<file path="config.mk">
export PLATFORM = sky130hd
export DESIGN_NAME = ex_stage
export DESIGN_NICKNAME = d
export VERILOG_FILES = /design/src/common/rv_isa_pkg.sv /design/src/common/ex_pkg.sv /design/src/alu/alu_control_unit.sv /design/src/alu/alu.sv /design/src/design/branch_target.sv /design/src/design/ex_result_reg.sv /design/src/design/ex_stage.sv
export SDC_FILE = /design/constraint.sdc
export NUM_CORES = 1
export LEC_CHECK = 0
export ABC_CLOCK_PERIOD_IN_PS = 7400
export BUFFER_PORTS_ARGS = -buffer_cell sky130_fd_sc_hd__buf_4
export CAP_MARGIN = 20
export CORE_MARGIN = 5
export CORE_UTILIZATION = 35
export CTS_CLUSTER_DIAMETER = 120
export CTS_CLUSTER_SIZE = 8
export DETAILED_ROUTE_END_ITERATION = 16
export GPL_TIMING_DRIVEN = 1
export PLACE_DENSITY_LB_ADDON = 0.1
export SKIP_LAST_GASP = 1
export SLEW_MARGIN = 20
export SYNTH_ARGS = -nofsm -noshare
export SYNTH_HDL_FRONTEND = slang
export SYNTH_HIERARCHICAL = 1
export SYNTH_SLANG_ARGS = --single-unit
export TNS_END_PERCENT = 1
</file>
<file path="constraint.sdc">
create_clock -name clk -period 7.4 [get_ports clk]
set_clock_uncertainty 0.2 [all_clocks]
set_input_delay 0.74 -clock clk [delete_from_list [all_inputs] [get_ports clk]]
set_output_delay 0.74 -clock clk [all_outputs]
set_load 0.02 [all_outputs]
</file>
<file path="src/common/rv_isa_pkg.sv">
`default_nettype none

package rv_isa_pkg;

    // execute operations, ADD through BGEU
    typedef enum logic [3:0] {
        ADD  = 4'd0,
        SUB  = 4'd1,
        SLL  = 4'd2,
        SLT  = 4'd3,
        SLTU = 4'd4,
        XOR  = 4'd5,
        SRL  = 4'd6,
        SRA  = 4'd7,
        OR   = 4'd8,
        AND  = 4'd9,
        BEQ  = 4'd10,
        BNE  = 4'd11,
        BLT  = 4'd12,
        BGE  = 4'd13,
        BLTU = 4'd14,
        BGEU = 4'd15
    } operation_t;

    localparam logic [6:0] OPC_OP     = 7'b0110011; // register-register ops
    localparam logic [6:0] OPC_BRANCH = 7'b1100011; // conditional branches

    localparam logic [6:0] F7_BASE = 7'h00;
    localparam logic [6:0] F7_ALT  = 7'h20;         // selects SUB and SRA

    // funct3 for register-register ops
    localparam logic [2:0] F3_ADD_SUB = 3'd0;
    localparam logic [2:0] F3_SLL     = 3'd1;
    localparam logic [2:0] F3_SLT     = 3'd2;
    localparam logic [2:0] F3_SLTU    = 3'd3;
    localparam logic [2:0] F3_XOR     = 3'd4;
    localparam logic [2:0] F3_SRL_SRA = 3'd5;
    localparam logic [2:0] F3_OR      = 3'd6;
    localparam logic [2:0] F3_AND     = 3'd7;

    // branch funct3 codes 2 and 3 are reserved
    localparam logic [2:0] F3_BEQ  = 3'd0;
    localparam logic [2:0] F3_BNE  = 3'd1;
    localparam logic [2:0] F3_BLT  = 3'd4;
    localparam logic [2:0] F3_BGE  = 3'd5;
    localparam logic [2:0] F3_BLTU = 3'd6;
    localparam logic [2:0] F3_BGEU = 3'd7;

    localparam int B_IMM_W = 13;                    // branch offset incl. implied bit 0

    typedef struct packed {
        logic [6:0] funct7;
        logic [4:0] rs2;
        logic [4:0] rs1;
        logic [2:0] funct3;
        logic [4:0] rd;
        logic [6:0] opcode;
    } r_fmt_t;

    typedef struct packed {
        logic       imm12;
        logic [5:0] imm10_5;
        logic [4:0] rs2;
        logic [4:0] rs1;
        logic [2:0] funct3;
        logic [3:0] imm4_1;
        logic       imm11;
        logic [6:0] opcode;
    } b_fmt_t;

    typedef union packed {
        r_fmt_t r_fmt;
        b_fmt_t b_fmt;
    } rv_instr_u;

endpackage

`default_nettype wire

</file>
<file path="src/common/ex_pkg.sv">
`default_nettype none

package ex_pkg;

    localparam int XLEN = 32;                       // data and address width
    localparam logic [XLEN-1:0] PC_STEP = 32'd4;    // no compressed instructions

    // one instruction handed to the execute stage
    typedef struct packed {
        logic                  valid;
        rv_isa_pkg::rv_instr_u instr;
        logic [XLEN-1:0]       pc;
        logic [XLEN-1:0]       rs1_val;
        logic [XLEN-1:0]       rs2_val;
    } ex_req_t;

    // registered outcome, one cycle after the request
    typedef struct packed {
        logic            valid;
        logic [XLEN-1:0] result;
        logic [XLEN-1:0] next_pc;
        logic            branch_taken;
        logic            zero_flag;
        logic            err_flag;
    } ex_resp_t;

endpackage

`default_nettype wire

</file>
<file path="src/alu/alu_control_unit.sv">
`default_nettype none
`timescale 1ns/10ps

module alu_control_unit (
    input  logic [6:0]             opcode,
    input  logic [2:0]             alu_op,           // funct3
    input  logic [6:0]             func7,
    output rv_isa_pkg::operation_t alu_control_input,
    output logic                   ctrl_err
);

    import rv_isa_pkg::*;

    logic f7_base;
    logic f7_alt;

    assign f7_base = (func7 == F7_BASE);
    assign f7_alt  = (func7 == F7_ALT);

    always_comb
    begin
        alu_control_input = ADD;
        ctrl_err          = 1'b0;
        case (opcode)
            OPC_OP:
            begin
                case (alu_op)
                    F3_ADD_SUB: alu_control_input = f7_alt ? SUB : ADD;
                    F3_SLL:     alu_control_input = SLL;
                    F3_SLT:     alu_control_input = SLT;
                    F3_SLTU:    alu_control_input = SLTU;
                    F3_XOR:     alu_control_input = XOR;
                    F3_SRL_SRA: alu_control_input = f7_alt ? SRA : SRL;
                    F3_OR:      alu_control_input = OR;
                    F3_AND:     alu_control_input = AND;
                endcase
                // only ADD/SUB and SRL/SRA accept the alternate funct7
                if (alu_op == F3_ADD_SUB || alu_op == F3_SRL_SRA)
                    ctrl_err = !(f7_base || f7_alt);
                else
                    ctrl_err = !f7_base;
            end
            OPC_BRANCH:
            begin
                case (alu_op)
                    F3_BEQ:  alu_control_input = BEQ;
                    F3_BNE:  alu_control_input = BNE;
                    F3_BLT:  alu_control_input = BLT;
                    F3_BGE:  alu_control_input = BGE;
                    F3_BLTU: alu_control_input = BLTU;
                    F3_BGEU: alu_control_input = BGEU;
                    default: ctrl_err = 1'b1;     // reserved funct3 2 and 3
                endcase
            end
            default: ctrl_err = 1'b1;             // opcode not handled here
        endcase
    end

endmodule

`default_nettype wire

</file>
<file path="src/alu/alu.sv">
`default_nettype none
`timescale 1ns/10ps

module alu (
    input  logic [6:0]               opcode,
    input  logic [2:0]               alu_op,
    input  logic [6:0]               func7,
    input  logic [ex_pkg::XLEN-1:0]  op_a,
    input  logic [ex_pkg::XLEN-1:0]  op_b,
    output logic [ex_pkg::XLEN-1:0]  alu_result,
    output logic                     zero_flag,
    output logic                     err_flag,
    output logic                     cond_jump         // branch condition holds
);

    import rv_isa_pkg::*;
    import ex_pkg::*;

    operation_t alu_control_input;
    logic       ctrl_err;
    logic       eq;
    logic       lt_signed;
    logic       lt_unsigned;
    logic [4:0] shamt;

    alu_control_unit u_ctrl (
        .opcode            (opcode),
        .alu_op            (alu_op),
        .func7             (func7),
        .alu_control_input (alu_control_input),
        .ctrl_err          (ctrl_err)
    );

    // compares shared by SLT/SLTU and the branches
    assign eq          = (op_a == op_b);
    assign lt_signed   = ($signed(op_a) < $signed(op_b));
    assign lt_unsigned = (op_a < op_b);
    assign shamt       = op_b[4:0];                 // only five bits shift on RV32

    always_comb
    begin
        alu_result = '0;
        cond_jump  = 1'b0;
        if (!ctrl_err)
        begin
            case (alu_control_input)
                ADD:  alu_result = op_a + op_b;     // carry out is dropped
                SUB:  alu_result = op_a - op_b;
                SLL:  alu_result = op_a << shamt;
                SLT:  alu_result = {{(XLEN-1){1'b0}}, lt_signed};
                SLTU: alu_result = {{(XLEN-1){1'b0}}, lt_unsigned};
                XOR:  alu_result = op_a ^ op_b;
                SRL:  alu_result = op_a >> shamt;
                SRA:  alu_result = $unsigned($signed(op_a) >>> shamt);
                OR:   alu_result = op_a | op_b;
                AND:  alu_result = op_a & op_b;
                BEQ:
                begin
                    alu_result = {XLEN{eq}};        // all ones when equal
                    cond_jump  = eq;
                end
                BNE:  cond_jump = !eq;
                BLT:  cond_jump = lt_signed;
                BGE:  cond_jump = !lt_signed;
                BLTU: cond_jump = lt_unsigned;
                BGEU: cond_jump = !lt_unsigned;
            endcase
        end
        err_flag  = ctrl_err;
        zero_flag = (alu_result == '0);
    end

endmodule

`default_nettype wire

</file>
<file path="src/design/branch_target.sv">
`default_nettype none
`timescale 1ns/10ps

module branch_target (
    input  rv_isa_pkg::rv_instr_u    instr,
    input  logic [ex_pkg::XLEN-1:0]  pc,
    output logic [ex_pkg::XLEN-1:0]  target,
    output logic                     target_misaligned
);

    import rv_isa_pkg::*;
    import ex_pkg::*;

    logic [B_IMM_W-1:0] imm_b;
    logic [XLEN-1:0]    offset;

    // immediate bits are scattered over the word and bit 0 is always zero
    assign imm_b = {instr.b_fmt.imm12,
                    instr.b_fmt.imm11,
                    instr.b_fmt.imm10_5,
                    instr.b_fmt.imm4_1,
                    1'b0};

    assign offset = {{(XLEN-B_IMM_W){imm_b[B_IMM_W-1]}}, imm_b};
    assign target = pc + offset;

    // targets must be word aligned without the C extension
    assign target_misaligned = target[1];

endmodule

`default_nettype wire

</file>
<file path="src/design/ex_result_reg.sv">
`default_nettype none
`timescale 1ns/10ps

module ex_result_reg (
    input  logic                     clk,
    input  logic                     reset,
    input  logic                     valid,
    input  logic [ex_pkg::XLEN-1:0]  pc,
    input  logic [ex_pkg::XLEN-1:0]  alu_result,
    input  logic                     zero_flag,
    input  logic                     alu_err,
    input  logic                     cond_jump,
    input  logic                     is_branch,
    input  logic [ex_pkg::XLEN-1:0]  target,
    input  logic                     target_misaligned,
    output ex_pkg::ex_resp_t         resp
);

    import ex_pkg::*;

    ex_resp_t resp_next;
    logic     take;
    logic     err;

    assign take = valid && is_branch && cond_jump;
    assign err  = valid && (alu_err || (take && target_misaligned));

    always_comb
    begin
        resp_next.valid        = valid;
        resp_next.branch_taken = take && !err;
        resp_next.err_flag     = err;
        // a faulting instruction leaves a zero result and falls through
        resp_next.result       = err ? '0 : alu_result;
        resp_next.zero_flag    = err ? 1'b1 : zero_flag;
        if (take && !err)
            resp_next.next_pc = target;
        else
            resp_next.next_pc = pc + PC_STEP;
    end

    always_ff @(posedge clk)
    begin
        if (reset)
            resp <= '0;
        else
            resp <= resp_next;                      // one cycle after the request
    end

endmodule

`default_nettype wire

</file>
<file path="src/design/ex_stage.sv">
`default_nettype none
`timescale 1ns/10ps

module ex_stage (
    input  logic             clk,
    input  logic             reset,
    input  ex_pkg::ex_req_t  req,
    output ex_pkg::ex_resp_t resp
);

    import rv_isa_pkg::*;
    import ex_pkg::*;

    logic [XLEN-1:0] alu_result;
    logic            zero_flag;
    logic            alu_err;
    logic            cond_jump;
    logic [XLEN-1:0] target;
    logic            target_misaligned;
    logic            is_branch;

    assign is_branch = (req.instr.r_fmt.opcode == OPC_BRANCH);

    // a branch shares opcode and funct3 positions with the R-type view
    alu u_alu (
        .opcode     (req.instr.r_fmt.opcode),
        .alu_op     (req.instr.r_fmt.funct3),
        .func7      (req.instr.r_fmt.funct7),
        .op_a       (req.rs1_val),
        .op_b       (req.rs2_val),
        .alu_result (alu_result),
        .zero_flag  (zero_flag),
        .err_flag   (alu_err),
        .cond_jump  (cond_jump)
    );

    branch_target u_branch_target (
        .instr             (req.instr),
        .pc                (req.pc),
        .target            (target),
        .target_misaligned (target_misaligned)
    );

    ex_result_reg u_result_reg (
        .clk               (clk),
        .reset             (reset),
        .valid             (req.valid),
        .pc                (req.pc),
        .alu_result        (alu_result),
        .zero_flag         (zero_flag),
        .alu_err           (alu_err),
        .cond_jump         (cond_jump),
        .is_branch         (is_branch),
        .target            (target),
        .target_misaligned (target_misaligned),
        .resp              (resp)
    );

endmodule

`default_nettype wire

</file>
==> impl_metrics.yaml <==
floorplan:
  initial_utilization_pct: 35.4
  die_area_mm2: 0.0477
  dieHeight_um: 218
  die_w_um: 218
  row_count: 76
  pin_count: 199
  core_area_mm2: 0.0430
global_routing:
  grt_pass1_vias: 17200
  grt_max_degree: 63
  grt-ovfl-total: 0
  grt_pass1_wl_um: 115000
  grt_util_all_layers_pct: 31.8
  antenna_found_initial: 1
outcome:
  status: "finished clean"
detailed_routing:
  wl_um: 79800
  drtIter0Drc: 2549
  vias: 18400
  drt_pass1_iterations: 6
  post_drt_via_cell_ratio: 6.56
  drc: 0
  wire_per_inst_um: 28.4
  antenna_left: 0
synthesis:
  synthArstFlopShare_pct: 0
  synth.largest_area_cell: "ha_1"
  synth_area_mm2: 0.0152
  synthDistinctLibCells: 111
  yosysSeqAreaShare_pct: 8.96
  ys_seq_elements: 68
  yosys_warnings: 6
  postSynthAreaPerCell_um2: 7.19
  synth_flop_cell: "dfxtp_1"
  synth_area_leaders: "ha_1, dfxtp_1, nor2_1, mux2i_1, a21oi_1"
  synth_fp_nets: 2377
  synth_edf_count: 0
  yosysMostFrequentCell: "nor2_1"
  synthCells: 2115
  synth_common_cells: "nor2_1, nand2_1, a21oi_1"
  yosys.area.top_type_share_pct: 10.5
cells_and_area:
  top_register: "u_result_reg/resp"
  fill_cells: 4599
  reg.largest.list: "u_result_reg/resp: 68 flops"
  stdcell_count: 2804
  drive_gt1_share_pct: 17.8
  area_growth_pct: 14.7
  largest_register_ffs: 68
  final_nets: 2477
  antennaDiodeCount: 0
clock_network:
  cts.sinks: 68
  path_clk_slew_ns: 0.06
  cts_made_buffers: 9
  clk_path_buf_depth: 2
  ctsHoldBuffers: 0
  clock-root-buffer: "clkbuf_16"
  cts_resized: 0
  cts_setup_buffers: 0
  cts_tree: "yes"
  h-tree-depth: 3
hold_path:
  whs_endpoint: "u_result_reg/resp[3]"
  hold_depth: 3
  hold_path_startpoint: "req[64]"
  min-delay-path-class: "input port to flip-flop"
placement:
  dp_hpwl_um: 63600
  dp_cells: 2789
  gp_congestion: 1.04
  portBuffers: 188
critical_path:
  cp-start-kind: "input port"
  cp.arrival_ns: 6.64
  crit_type: "input port to flip-flop"
  path_max_fanout: 21
  required_ns: 7.49
  end_kind: "flip-flop"
sta:
  tightest_slew_ns: 1.18
  holdWs_ns: 0.438
  post-route-min-period_ns: 6.55
  final-setup-viol-count: 0
  hold_viol: 0
  maxSlewHeadroom_pct: 19.4
  fin_setup_tns_ns: 0
  rsz0062_at_grt: "false"
  timing.final.crit_share_pct: 88.6
  slew_violations: 0
  fmax_mhz: 153
power:
  peakVddDrop_v: 0.0000907
  powerDensity_mw_per_mm2: 111
  total_power_w: 0.00194
  p_leak_nw: 7.19
flow_run:
  maxCapViolations: 0
-- final cells by class --
class	count	area [um^2]	share of cell area, %
multi-input cells	1788	12800	73.5
repair buffers	240	1800	10.3
flip-flops and latches	68	1360	7.81
well taps	585	732	4.20
inverters	108	405	2.32
clock buffers	9	225	1.29
clock inverters	6	90.1	0.517
-- layer usage --
layer | global-route usage [%] | up-vias | wire (um)
met3 | 4.75 | 185 | 7140
met2 | 49.4 | 1132 | 34900
met1 | 44.0 | 8878 | 34000
li1 | - | 8193 | -
met5 | 0 | - | 19
met4 | 12.9 | 2 | 3720
-- worst max path at each step --
| stage | end | start | cells past startpoint | slack [ns] |
|---|---|---|---|---|
| final | u_result_reg/resp[1] | req[127] | 17 | 0.85 |
| after global routing | u_result_reg/resp[1] | req[127] | 17 | 0.64 |
| after CTS | u_result_reg/resp[1] | req[127] | 18 | 0.85 |
| after detailed placement | u_result_reg/resp[1] | req[127] | 18 | 0.51 |
| after global placement | u_result_reg/resp[1] | req[127] | 18 | 0.73 |
| after floorplan | u_result_reg/resp[3] | req[3] | 21 | 1.92 |
-- critical path: stages --
cell and delay [ns]:
buf_4 0.21, or4_4 0.45, nor3_2 0.23, a21oi_1 0.16, a211oi_4 0.36, buf_4 0.35
or4b_2 0.25, o22ai_1 0.10, a211oi_1 0.31, nand3_1 0.11, a2111oi_0 1.01, a21oi_1 0.27
or4_1 0.74, nor4_1 0.57, nand4b_1 0.18, nor3_2 0.41, a21o_1 0.16
-- cells in the final DEF (no fill, tap or decap), drive strengths merged, types with 11 or more instances in the layout --
master	n
nor2b	31
nand4	27
dfxtp	68
a221oi	19
xor2	18
a21oi	140
nand2b	21
mux2	43
xnor2	50
a21o	28
a22oi	23
a211oi	58
o31ai	18
o221ai	16
ha	128
inv	107
o21ai	103
a31oi	36
nor4	34
and4	12
and3	19
mux2i	77
nand2	151
o211ai	24
mux4	23
or4	15
buf	240
nor3	67
nor2	209
or3	18
o21a	14
and2	52
or2	13
o22ai	30
a311oi	11
nand3	77
-- report_power, final --
| part | switching, W | total, W | internal (W) |
|---|---|---|---|
| clock | 0.000168 | 0.000462 | 0.000293 |
| combinational | 0.000703 | 0.00109 | 0.000390 |
| sequential | 0.00000324 | 0.000381 | 0.000377 |
| total | 0.000874 | 0.00194 | 0.00106 |
-- per-stage QoR --
step,cell area [um^2],util (%),setup WS (ns)
finish,17400,40.6,0.845
global route,17400,40.6,0.639
CTS,17400,40.6,0.851
detailed placement,17100,39.8,0.512
global placement,17100,39.8,0.734
floorplan,15200,-,1.92
-- kinds of logic (layout without fill, tap and decap cells) --
logic type	count (synthesis)	after routing	synth area share [%]
AOI/OAI and AO/OA	663	663	30.5
xor gates and xnor gates	68	68	3.92
adders and majority gates	131	131	10.9
buffers and inverters	259	363	7.12
DFF	68	68	8.96
muxes	143	143	11.7
and+or+nand+nor	783	783	26.8
Power figures use the tool's default switching activity.
